## src/hw/fpu_ic_pkg.sv

```systemverilog
// -----------------------------------------------
// Shared FPU interconnect definitions
// -----------------------------------------------
package fpu_ic_pkg;

  // -----------------------------------------------
  // Sizes
  // -----------------------------------------------
  localparam int NB_CORES        = 2;
  localparam int DATA_WIDTH      = 32;
  // Tag carries the core index
  localparam int ID_WIDTH        = 1;
  localparam int FLAGS_OUT_WIDTH = 5;
  localparam int OP_WIDTH        = 2;
  localparam int RND_WIDTH       = 3;

  // FP32 field widths
  localparam int EXP_BITS        = 8;
  localparam int MAN_BITS        = 23;
  // RISC-V fclass mask width
  localparam int CLASS_WIDTH     = 10;

  // Quiet NaN returned by min/max on two NaNs
  localparam logic [DATA_WIDTH-1:0] CANONICAL_NAN = 32'h7FC0_0000;

  // -----------------------------------------------
  // Operation and sub-operation encodings
  // -----------------------------------------------
  typedef enum logic [OP_WIDTH-1:0] {
    OP_SGNJ   = 2'd0,
    OP_MINMAX = 2'd1,
    OP_CMP    = 2'd2,
    OP_CLASS  = 2'd3
  } fpu_op_e;

  // Rounding-mode field, reused as sub-operation
  typedef logic [RND_WIDTH-1:0] fp_rnd_t;

  // Sign injection
  localparam fp_rnd_t SGNJ_J  = 3'd0;
  localparam fp_rnd_t SGNJ_JN = 3'd1;
  localparam fp_rnd_t SGNJ_JX = 3'd2;
  // Min / max
  localparam fp_rnd_t MM_MIN  = 3'd0;
  localparam fp_rnd_t MM_MAX  = 3'd1;
  // Compare
  localparam fp_rnd_t CMP_LE  = 3'd0;
  localparam fp_rnd_t CMP_LT  = 3'd1;
  localparam fp_rnd_t CMP_EQ  = 3'd2;

  // Status flags, NV in the top bit
  typedef struct packed {
    logic nv;
    logic dz;
    logic of;
    logic uf;
    logic nx;
  } fp_status_t;

  // -----------------------------------------------
  // Channel payloads
  // -----------------------------------------------
  // Raw request as issued by a core
  typedef struct packed {
    logic [DATA_WIDTH-1:0] op_a;
    logic [DATA_WIDTH-1:0] op_b;
    logic [OP_WIDTH-1:0]   op;
    logic [RND_WIDTH-1:0]  flags;
    logic [ID_WIDTH-1:0]   id;
  } apu_req_t;

  // Decoded request seen by the execution unit
  typedef struct packed {
    logic [DATA_WIDTH-1:0] op_a;
    logic [DATA_WIDTH-1:0] op_b;
    fpu_op_e               op;
    fp_rnd_t               rnd;
    logic [ID_WIDTH-1:0]   tag;
  } fpu_req_t;

  // Response back to a core
  typedef struct packed {
    logic [DATA_WIDTH-1:0] result;
    fp_status_t            flags;
    logic [ID_WIDTH-1:0]   id;
  } apu_rsp_t;

endpackage
```

## src/hw/shared_fpu_top.sv

```systemverilog
`timescale 1ns/100ps
// -----------------------------------------------
// Shared FPU subsystem top
// -----------------------------------------------
module shared_fpu_top (
  input  logic                            clk,
  input  logic                            rst_n,
  // Per-core request ports
  input  logic [fpu_ic_pkg::NB_CORES-1:0] apu_req_i,
  output logic [fpu_ic_pkg::NB_CORES-1:0] apu_gnt_o,
  input  fpu_ic_pkg::apu_req_t            apu_req_data_i [fpu_ic_pkg::NB_CORES],
  // Per-core response ports
  output logic [fpu_ic_pkg::NB_CORES-1:0] apu_rvalid_o,
  input  logic [fpu_ic_pkg::NB_CORES-1:0] apu_rready_i,
  output fpu_ic_pkg::apu_rsp_t            apu_rsp_o
);

  // Interconnect to wrapper
  logic                 ic_req;
  logic                 ic_gnt;
  fpu_ic_pkg::apu_req_t ic_req_data;
  // Wrapper to interconnect
  logic                 ic_rvalid;
  logic                 ic_rready;
  fpu_ic_pkg::apu_rsp_t ic_rsp;

  fpu_interconnect interconnect_i (
    .clk             (clk),
    .rst_n           (rst_n),
    .core_req_i      (apu_req_i),
    .core_gnt_o      (apu_gnt_o),
    .core_req_data_i (apu_req_data_i),
    .core_rvalid_o   (apu_rvalid_o),
    .core_rready_i   (apu_rready_i),
    .core_rsp_o      (apu_rsp_o),
    .fpu_req_o       (ic_req),
    .fpu_gnt_i       (ic_gnt),
    .fpu_req_data_o  (ic_req_data),
    .fpu_rvalid_i    (ic_rvalid),
    .fpu_rready_o    (ic_rready),
    .fpu_rsp_i       (ic_rsp)
  );

  fpu_wrapper wrapper_i (
    .clk            (clk),
    .rst_n          (rst_n),
    .apu_req_i      (ic_req),
    .apu_gnt_o      (ic_gnt),
    .apu_req_data_i (ic_req_data),
    .apu_rvalid_o   (ic_rvalid),
    .apu_rready_i   (ic_rready),
    .apu_rsp_o      (ic_rsp)
  );

endmodule

```

## src/hw/fpu_interconnect.sv

```systemverilog
`timescale 1ns/100ps
// -----------------------------------------------
// Round-robin APU interconnect
// -----------------------------------------------
module fpu_interconnect (
  input  logic                                clk,
  input  logic                                rst_n,
  // Core request ports
  input  logic [fpu_ic_pkg::NB_CORES-1:0]     core_req_i,
  output logic [fpu_ic_pkg::NB_CORES-1:0]     core_gnt_o,
  input  fpu_ic_pkg::apu_req_t                core_req_data_i [fpu_ic_pkg::NB_CORES],
  // Core response ports, data shared
  output logic [fpu_ic_pkg::NB_CORES-1:0]     core_rvalid_o,
  input  logic [fpu_ic_pkg::NB_CORES-1:0]     core_rready_i,
  output fpu_ic_pkg::apu_rsp_t                core_rsp_o,
  // Toward the wrapper
  output logic                                fpu_req_o,
  input  logic                                fpu_gnt_i,
  output fpu_ic_pkg::apu_req_t                fpu_req_data_o,
  // From the wrapper
  input  logic                                fpu_rvalid_i,
  output logic                                fpu_rready_o,
  input  fpu_ic_pkg::apu_rsp_t                fpu_rsp_i
);

  // Core with top priority this cycle
  logic [fpu_ic_pkg::ID_WIDTH-1:0] rr_ptr;
  // Winning core
  logic [fpu_ic_pkg::ID_WIDTH-1:0] sel_idx;
  logic                            any_req;
  logic                            req_fire;

  // -----------------------------------------------
  // Arbitration
  // -----------------------------------------------
  assign any_req  = |core_req_i;
  assign req_fire = fpu_req_o && fpu_gnt_i;

  // First requester at or after the pointer
  always_comb begin : pick_comb
    int unsigned cand;
    logic        found;
    found   = 1'b0;
    sel_idx = '0;
    for (int unsigned i = 0; i < fpu_ic_pkg::NB_CORES; i++) begin
      cand = (32'(rr_ptr) + i) % fpu_ic_pkg::NB_CORES;
      if (!found && core_req_i[cand]) begin
        found   = 1'b1;
        sel_idx = fpu_ic_pkg::ID_WIDTH'(cand);
      end
    end
  end

  // Forward the winner, ID replaced by its index
  always_comb begin : fwd_comb
    fpu_req_data_o    = core_req_data_i[sel_idx];
    fpu_req_data_o.id = sel_idx;
  end

  assign fpu_req_o = any_req;

  // Grant only the winner, only while the wrapper is ready
  always_comb begin : gnt_comb
    core_gnt_o = '0;
    if (any_req && fpu_gnt_i) begin
      core_gnt_o[sel_idx] = 1'b1;
    end
  end

  // Pointer moves past the granted core
  always_ff @(posedge clk or negedge rst_n) begin : ptr_ff
    if (!rst_n) begin
      rr_ptr <= '0;
    end else if (req_fire) begin
      rr_ptr <= fpu_ic_pkg::ID_WIDTH'((32'(sel_idx) + 1) % fpu_ic_pkg::NB_CORES);
    end
  end

  // -----------------------------------------------
  // Response routing
  // -----------------------------------------------
  // Valid only toward the core named by the ID
  always_comb begin : rvalid_comb
    core_rvalid_o = '0;
    if (fpu_rvalid_i) begin
      core_rvalid_o[fpu_rsp_i.id] = 1'b1;
    end
  end

  // Back-pressure from the addressed core
  assign fpu_rready_o = core_rready_i[fpu_rsp_i.id];
  assign core_rsp_o   = fpu_rsp_i;

endmodule

```

## src/hw/fpu_wrapper.sv

```systemverilog
`timescale 1ns/100ps
// -----------------------------------------------
// APU wrapper for the FP32 unit
// -----------------------------------------------
module fpu_wrapper (
  input  logic                 clk,
  input  logic                 rst_n,
  // APU request side
  input  logic                 apu_req_i,
  output logic                 apu_gnt_o,
  input  fpu_ic_pkg::apu_req_t apu_req_data_i,
  // APU response side
  output logic                 apu_rvalid_o,
  input  logic                 apu_rready_i,
  output fpu_ic_pkg::apu_rsp_t apu_rsp_o
);

  fpu_ic_pkg::fpu_op_e  dec_op;
  fpu_ic_pkg::fp_rnd_t  raw_rnd;
  fpu_ic_pkg::fp_rnd_t  dec_rnd;
  fpu_ic_pkg::fpu_req_t unit_req;

  // -----------------------------------------------
  // Opcode and flag unpacking
  // -----------------------------------------------
  assign dec_op  = fpu_ic_pkg::fpu_op_e'(apu_req_data_i.op);
  assign raw_rnd = fpu_ic_pkg::fp_rnd_t'(apu_req_data_i.flags);

  // Unknown sub-op codes fold to the group's first entry
  always_comb begin : rnd_fold_comb
    dec_rnd = raw_rnd;
    case (dec_op)
      fpu_ic_pkg::OP_SGNJ: begin
        if (!(raw_rnd inside {fpu_ic_pkg::SGNJ_J, fpu_ic_pkg::SGNJ_JN, fpu_ic_pkg::SGNJ_JX})) begin
          dec_rnd = fpu_ic_pkg::SGNJ_J;
        end
      end
      fpu_ic_pkg::OP_MINMAX: begin
        if (!(raw_rnd inside {fpu_ic_pkg::MM_MIN, fpu_ic_pkg::MM_MAX})) begin
          dec_rnd = fpu_ic_pkg::MM_MIN;
        end
      end
      fpu_ic_pkg::OP_CMP: begin
        if (!(raw_rnd inside {fpu_ic_pkg::CMP_LE, fpu_ic_pkg::CMP_LT, fpu_ic_pkg::CMP_EQ})) begin
          dec_rnd = fpu_ic_pkg::CMP_LE;
        end
      end
      // Classify has no sub-op
      default: begin
        dec_rnd = '0;
      end
    endcase
  end

  assign unit_req.op_a = apu_req_data_i.op_a;
  assign unit_req.op_b = apu_req_data_i.op_b;
  assign unit_req.op   = dec_op;
  assign unit_req.rnd  = dec_rnd;
  // ID rides along as the unit tag
  assign unit_req.tag  = apu_req_data_i.id;

  // -----------------------------------------------
  // Execution unit
  // -----------------------------------------------
  // Grant is the unit's input ready
  fp_noncomp_unit noncomp_i (
    .clk         (clk),
    .rst_n       (rst_n),
    .in_valid_i  (apu_req_i),
    .in_ready_o  (apu_gnt_o),
    .in_req_i    (unit_req),
    .out_valid_o (apu_rvalid_o),
    .out_ready_i (apu_rready_i),
    .out_rsp_o   (apu_rsp_o)
  );

endmodule

```

## src/hw/fp_noncomp_unit.sv

```systemverilog
`timescale 1ns/100ps
// -----------------------------------------------
// FP32 non-computational pipeline
// -----------------------------------------------
module fp_noncomp_unit (
  input  logic                 clk,
  input  logic                 rst_n,
  // Request channel
  input  logic                 in_valid_i,
  output logic                 in_ready_o,
  input  fpu_ic_pkg::fpu_req_t in_req_i,
  // Response channel
  output logic                 out_valid_o,
  input  logic                 out_ready_i,
  output fpu_ic_pkg::apu_rsp_t out_rsp_o
);

  // Operand class, computed in stage 1
  typedef struct packed {
    logic sign;
    logic zero;
    logic subnormal;
    logic normal;
    logic inf;
    logic qnan;
    logic snan;
  } fp_class_t;

  function automatic fp_class_t classify(input logic [fpu_ic_pkg::DATA_WIDTH-1:0] val);
    fp_class_t                       c;
    logic [fpu_ic_pkg::EXP_BITS-1:0] expo;
    logic [fpu_ic_pkg::MAN_BITS-1:0] mant;
    expo   = val[fpu_ic_pkg::DATA_WIDTH-2 -: fpu_ic_pkg::EXP_BITS];
    mant   = val[fpu_ic_pkg::MAN_BITS-1:0];
    c      = '0;
    c.sign = val[fpu_ic_pkg::DATA_WIDTH-1];
    if (expo == '0) begin
      c.zero      = (mant == '0);
      c.subnormal = (mant != '0);
    end else if (expo == '1) begin
      c.inf  = (mant == '0);
      // Quiet bit is the mantissa MSB
      c.qnan = mant[fpu_ic_pkg::MAN_BITS-1];
      c.snan = !mant[fpu_ic_pkg::MAN_BITS-1] && (mant != '0);
    end else begin
      c.normal = 1'b1;
    end
    return c;
  endfunction

  // Stage 1 state
  logic                                s1_valid;
  fpu_ic_pkg::fpu_req_t                s1_req;
  fp_class_t                           s1_cls_a;
  fp_class_t                           s1_cls_b;
  // Stage 2 state
  logic                                s2_valid;
  fpu_ic_pkg::apu_rsp_t                s2_rsp;
  // Handshake helpers
  logic                                s2_ready;
  logic                                s1_advance;
  logic                                in_fire;
  // Stage 2 next values
  logic [fpu_ic_pkg::DATA_WIDTH-1:0]   res_d;
  fpu_ic_pkg::fp_status_t              flags_d;
  logic [fpu_ic_pkg::DATA_WIDTH-2:0]   mag_a;
  logic [fpu_ic_pkg::DATA_WIDTH-2:0]   mag_b;
  logic                                a_nan;
  logic                                b_nan;
  logic                                any_snan;
  logic                                both_zero;
  logic                                a_lt_b;
  logic                                ord_lt;
  logic                                ord_eq;
  logic [fpu_ic_pkg::CLASS_WIDTH-1:0]  class_mask;

  // -----------------------------------------------
  // Pipeline control
  // -----------------------------------------------
  // Stage 2 can take new data when empty or draining
  assign s2_ready   = !s2_valid || out_ready_i;
  assign s1_advance = s1_valid && s2_ready;
  assign in_ready_o = !s1_valid || s2_ready;
  assign in_fire    = in_valid_i && in_ready_o;

  always_ff @(posedge clk or negedge rst_n) begin : valid_ff
    if (!rst_n) begin
      s1_valid <= 1'b0;
      s2_valid <= 1'b0;
    end else begin
      if (in_ready_o) begin
        s1_valid <= in_valid_i;
      end
      if (s2_ready) begin
        s2_valid <= s1_valid;
      end
    end
  end

  always_ff @(posedge clk) begin : data_ff
    if (in_fire) begin
      s1_req   <= in_req_i;
      s1_cls_a <= classify(in_req_i.op_a);
      s1_cls_b <= classify(in_req_i.op_b);
    end
    if (s1_advance) begin
      s2_rsp.result <= res_d;
      s2_rsp.flags  <= flags_d;
      s2_rsp.id     <= s1_req.tag;
    end
  end

  // -----------------------------------------------
  // Stage 2 datapath
  // -----------------------------------------------
  assign mag_a     = s1_req.op_a[fpu_ic_pkg::DATA_WIDTH-2:0];
  assign mag_b     = s1_req.op_b[fpu_ic_pkg::DATA_WIDTH-2:0];
  assign a_nan     = s1_cls_a.qnan || s1_cls_a.snan;
  assign b_nan     = s1_cls_b.qnan || s1_cls_b.snan;
  assign any_snan  = s1_cls_a.snan || s1_cls_b.snan;
  assign both_zero = s1_cls_a.zero && s1_cls_b.zero;

  // Total order on sign-magnitude, -0 below +0
  assign a_lt_b = (s1_cls_a.sign != s1_cls_b.sign) ? s1_cls_a.sign :
                  s1_cls_a.sign ? (mag_b < mag_a) : (mag_a < mag_b);
  // IEEE compare treats the two zeros as equal
  assign ord_lt = a_lt_b && !both_zero;
  assign ord_eq = (s1_req.op_a == s1_req.op_b) || both_zero;

  // fclass bits, negative classes first
  assign class_mask[0] = s1_cls_a.sign && s1_cls_a.inf;
  assign class_mask[1] = s1_cls_a.sign && s1_cls_a.normal;
  assign class_mask[2] = s1_cls_a.sign && s1_cls_a.subnormal;
  assign class_mask[3] = s1_cls_a.sign && s1_cls_a.zero;
  assign class_mask[4] = !s1_cls_a.sign && s1_cls_a.zero;
  assign class_mask[5] = !s1_cls_a.sign && s1_cls_a.subnormal;
  assign class_mask[6] = !s1_cls_a.sign && s1_cls_a.normal;
  assign class_mask[7] = !s1_cls_a.sign && s1_cls_a.inf;
  assign class_mask[8] = s1_cls_a.snan;
  assign class_mask[9] = s1_cls_a.qnan;

  always_comb begin : result_comb
    res_d   = '0;
    flags_d = '0;
    case (s1_req.op)
      fpu_ic_pkg::OP_SGNJ: begin
        // Magnitude of A, sign picked per sub-op
        case (s1_req.rnd)
          fpu_ic_pkg::SGNJ_JN: res_d = {!s1_cls_b.sign, mag_a};
          fpu_ic_pkg::SGNJ_JX: res_d = {s1_cls_a.sign ^ s1_cls_b.sign, mag_a};
          default:             res_d = {s1_cls_b.sign, mag_a};
        endcase
      end
      fpu_ic_pkg::OP_MINMAX: begin
        flags_d.nv = any_snan;
        if (a_nan && b_nan) begin
          res_d = fpu_ic_pkg::CANONICAL_NAN;
        end else if (a_nan) begin
          res_d = s1_req.op_b;
        end else if (b_nan) begin
          res_d = s1_req.op_a;
        end else if (s1_req.rnd == fpu_ic_pkg::MM_MAX) begin
          res_d = a_lt_b ? s1_req.op_b : s1_req.op_a;
        end else begin
          res_d = a_lt_b ? s1_req.op_a : s1_req.op_b;
        end
      end
      fpu_ic_pkg::OP_CMP: begin
        if (a_nan || b_nan) begin
          // Quiet EQ only signals on sNaN
          flags_d.nv = (s1_req.rnd == fpu_ic_pkg::CMP_EQ) ? any_snan : 1'b1;
        end else begin
          case (s1_req.rnd)
            fpu_ic_pkg::CMP_LT: res_d[0] = ord_lt;
            fpu_ic_pkg::CMP_EQ: res_d[0] = ord_eq;
            default:            res_d[0] = ord_lt || ord_eq;
          endcase
        end
      end
      fpu_ic_pkg::OP_CLASS: begin
        res_d[fpu_ic_pkg::CLASS_WIDTH-1:0] = class_mask;
      end
      default: begin
        res_d = '0;
      end
    endcase
  end

  assign out_valid_o = s2_valid;
  assign out_rsp_o   = s2_rsp;

endmodule

```

## config.mk

```make
export PLATFORM = sky130hd
export DESIGN_NAME = shared_fpu_top
export DESIGN_NICKNAME = d
export VERILOG_FILES = /design/src/hw/fpu_ic_pkg.sv /design/src/hw/shared_fpu_top.sv /design/src/hw/fpu_interconnect.sv /design/src/hw/fpu_wrapper.sv /design/src/hw/fp_noncomp_unit.sv
export SDC_FILE = /design/constraint.sdc
export NUM_CORES = 1
export LEC_CHECK = 0
export BUFFER_PORTS_ARGS = -buffer_cell sky130_fd_sc_hd__buf_2
export CORE_MARGIN = 2
export CORE_UTILIZATION = 53
export CTS_CLUSTER_DIAMETER = 100
export CTS_CLUSTER_SIZE = 16
export DETAILED_ROUTE_END_ITERATION = 6
export PLACE_DENSITY = 0.8
export SYNTH_ARGS = -nofsm -noshare
export SYNTH_HDL_FRONTEND = slang
export SYNTH_SLANG_ARGS = --single-unit
```

## constraint.sdc

```tcl
create_clock -name clk -period 3.15 [get_ports clk]
set_input_delay 0.7875 -clock clk [delete_from_list [all_inputs] [get_ports clk]]
set_output_delay 0.7875 -clock clk [all_outputs]
set_load 0.01 [all_outputs]
```

==> results by stage <==
Critical path:
- The worst setup path is captured at a flop.
- STA classifies the critical path startpoint as a flop.
- The register-to-register setup slack is approximately 130 ps.
- The reg-to-reg startpoint is wrapper_i.noncomp_i.mag_a[26].
- The peak per-stage delay on the critical path is 420 ps.
- The family with the most delay on the worst path is compound AO/OA/AOI/OAI gates.
- The total buffers and inverters traversed by the critical path is 1.
- The reg-to-reg critical path endpoint is wrapper_i.noncomp_i.out_rsp_o[23].
- Counting cells, the worst reg-to-reg path comes to 11.
- The critical path crosses 11 cells after its start point.
- The highest net fanout along the worst path is 13.
- The cell at the slowest stage of the critical path is edfxtp_1.
- The endpoint arrival time on the critical path is roughly 3200 ps.
- The worst setup path category is flop to flop.
- The signal on the critical path passes through ha_1, nand4_1, buf_4, nor2_1, a211oi_2, o211ai_1, a211o_1, a21oi_4, o21ai_2, a31o_4, a32o_1.
- The required time of the worst setup path is 3300 ps.

Logic synthesis:
- For this run, asynchronously set or reset flops after synthesis account for 2.59%.
- The number of warnings printed during yosys synthesis is 0.
- The mapped netlist covers 6560 um2.
- The part of the Yosys area used for sequential elements is 52.9%.
- The mean instance size in the synthesized netlist is 10.2 um2.
- Yosys mapped the design onto 58 distinct sky130hd cell types.
- The dominant register cell in the synthesized netlist is edfxtp_1.
- The number of flops mapped to enable cells by yosys is 113.
- The flop and latch count out of synthesis is 116.
- The gate count of the mapped netlist is 640.

CTS:
- At the later pin of the worst-skew pair, clock insertion delay measures 410 ps.
- The buffer cell driving the clock tree root is clkbuf_16.
- The number of buffers created by CTS is 17.
- After clock tree synthesis, the flow added hold-fix buffers numbering 0.
- TritonCTS built the clock tree.
- CTS built an H-tree with a depth of 4.
- After clock tree synthesis, the clock-pin slew on the worst setup and hold paths is approximately 60 ps.
- The buffer levels on the longest clock path is 2.
- The number of sinks driven by the clock tree is roughly 120.

Power:
- The maximum vdd drop is between 0.3 and 0.4 mV.
- The leakage power figure is 3.85 nW.
- The areal power density over the cells is 634 nW/um2.

Finish:
- The utilization of the core after routing is 69.3%.
- Leaving out fill and tap cells, the most frequent cells in the layout are 182 x buf_2, 176 x nand2_1, 113 x edfxtp_1, 62 x inv_1, 38 x ha_1.
- The post-route cell area is 8350 um2.
- Leaving out fill and tap cells, the most frequent cell in the layout is buf_2.
- The post-synthesis to final-layout area growth is 27.4%.
- Registers take approximately 3500 um2.
- The fraction of final layout cells sized beyond drive strength 1 is approximately 30%.
- The number of nets in the final layout is between 1,000 and 1,500.
- Fill cells in the final layout number 900.
- The multi-input combinational cell area is 2770 um2.
- The diode insertion count for antenna repair is 0.

Route:
- The routed design has 17,200 um of wire.
- After the first detailed-routing iteration, the DRC count stood at 423.
- The routed layout has 5,602 vias.
- Dividing the detail-routed wire length by the instance count gives 16.9 um.
- The first detailed-routing pass ran for 5 iterations.
- After detailed routing, the number of remaining DRC violations is 0.
- The detail-routed via count per cell is 5.53.
- The count of nets left with antenna violations once routing finished came out at 0.

Global routing:
- The total global routing overflow is 0.
- The first global-routing pass estimated around 26,000 um of wire.
- Entering global routing, the biggest net connects 80 pins.
- The via count of the first global-routing pass was 5,379.
- Across every metal layer, demand over resource in global routing totals 26.2%.
- The number of antenna violations at the first check in global routing came to 0.

Timing:
- The number of max-slew violations in the final report was 0.
- Setup repair after global routing left no endpoint under its margin.
- The top achievable clock speed is 0.331 GHz.
- Setup violations remaining at the end of the flow were counted as 0.
- Between clock sinks in the finished design, the worst skew comes to about 6 ps.
- In the finished design, the share of the clock period the worst path needs comes to 95.9%.
- The worst path in the final design needs a cycle of roughly 3000 ps, including I/O delays and setup.
- The count of final hold-check violations is 0.
- In this run the tightest slew margin relative to its limit is 47.0%.
- The total negative setup slack is 0 ps.
- At the pin with the least slew margin, the transition time is 795 ps.
- Final hold analysis gives a worst-case slack of 165 ps.

Place:
- The global placer's final weighted congestion is approximately 0.9.
- The estimated wirelength of the detail-placed design is approximately 13,000 um.
- The placed standard-cell area is 7670 um2.
- The count of buffers inserted at the top-level ports is 181.

Flow run:
- Max-cap violations in this run came to 0.

Die:
- The starting density of the core is 54.3%.
- In this run the standard cell core region covers 12,100 um2.
- The die is ~120 um wide.
- The die is about 120 um tall.
- The die footprint is approximately 13,000 um2.
- The number of top-level pins is 188.
- Row generation in the floorplan step produced 40 rows.

Status:
- The flow ran to the end, and the final reports show no timing, DRC or antenna violations.

Worst hold path:
- The worst hold path class is input port to async pin.
## area by class of cell
type                       count  area share (%)
timing repair buffer         198            12.9
clock buffer                  17            5.09
multi-input combinational    435            33.2
inverter                      64            2.88
tap                          168            2.52
sequential                   116            41.5
clock inverter                15            1.89
## repair_timing
action / 4_1_cts / 5_1_grt
setup buffers: 1 / 3
cloned: 0 / 1
resized for setup: 0 / 10
pin swaps: 1 / 5
endpoints found under the setup margin: 1 / 22
## flip-flops by register name, summed over array words and instances (netlist names)
register	flops
wrapper_i.noncomp_i.out_rsp_o	34
wrapper_i.noncomp_i.class_mask	2
interconnect_i.rr_ptr	1
wrapper_i.noncomp_i.s1_cls_a	4
wrapper_i.noncomp_i.s1_valid	1
wrapper_i.noncomp_i.s1_cls_b	3
wrapper_i.noncomp_i.s1_req	8
wrapper_i.noncomp_i.mag_a	31
wrapper_i.noncomp_i.out_valid_o	1
wrapper_i.noncomp_i.mag_b	31
## through the flow
step	instances	setup slack, ps	power [mW]
final	1013	130	5.30
after global routing	1013	14.1	5.53
after CTS	1009	23.3	5.27
after detailed placement	976	16.5	3.38
after global placement	976	45.7	3.34
after floorplan	644	56.0	2.93
## Yosys cell counts, drive strengths merged, types with 2 or more instances
cell	n	share of area, %
buf	12	1.4
and3	5	0.55
nor4	16	1.6
a21o	2	0.23
nand4	13	1.4
a32o	12	1.8
a31oi	3	0.29
inv	64	3.7
o211ai	7	0.80
nor2b	4	0.38
nor4b	2	0.27
and4	2	0.27
and2	5	0.48
dfrtp	3	1.1
nor2	20	1.1
nand2b	4	0.38
nand2	176	10
a21oi	17	1.4
o32a	9	1.4
nand3	4	0.31
o32ai	6	0.80
o22a	2	0.27
or2	3	0.29
o21ai	17	1.4
mux2i	15	2.3
clkbuf	17	0.97
edfxtp	113	52
o22ai	11	1.0
a211oi	7	0.88
nor3	7	0.61
ha	38	7.3
a22oi	8	0.92
a32oi	4	0.65
## cells by family after synthesis
| kind of cell | after synthesis | synth area share, % |
|---|---|---|
| flops | 116 | 52.9 |
| buf+inv | 93 | 5.99 |
| fa+ha+maj | 38 | 7.25 |
| compound gates | 114 | 13.5 |
| other cells | 1 | 0.0572 |
| simple gates | 263 | 18.0 |
| mux | 15 | 2.29 |
## worst max path at each step
| stage | to | from | slack [ps] |
|---|---|---|---|
| 2_1_floorplan | wrapper_i.noncomp_i.class_mask[8] | apu_rready_i[1] | 60 |
| 3_3_place_gp | wrapper_i.noncomp_i.out_rsp_o[34] | wrapper_i.noncomp_i.mag_a[24] | 50 |
| 3_5_place_dp | wrapper_i.noncomp_i.out_rsp_o[31] | wrapper_i.noncomp_i.mag_a[24] | 20 |
| 4_1_cts | wrapper_i.noncomp_i.out_rsp_o[23] | wrapper_i.noncomp_i.mag_a[24] | 20 |
| 5_1_grt | wrapper_i.noncomp_i.out_rsp_o[33] | wrapper_i.noncomp_i.mag_a[23] | 10 |
| 6_report | wrapper_i.noncomp_i.out_rsp_o[23] | wrapper_i.noncomp_i.mag_a[26] | 130 |
## report_power, final
group | internal (mW) | leakage (nW) | switching, mW
clock | 1.17 | 0.276 | 0.705
sequential | 2.01 | 1.15 | 0.128
combinational | 0.510 | 2.43 | 0.778
total | 3.69 | 3.85 | 1.61
## metal layers
layer | GRT usage (%) | up-vias | share of wire (%)
li1 | - | 2707 | -
met1 | 35.1 | 2615 | 43
met2 | 43.3 | 252 | 49
met3 | 5.48 | 28 | 6.9
met4 | 7.87 | 0 | 1.5
met5 | 0 | - | 0
Note: power is estimated with default switching activity, not from simulation.
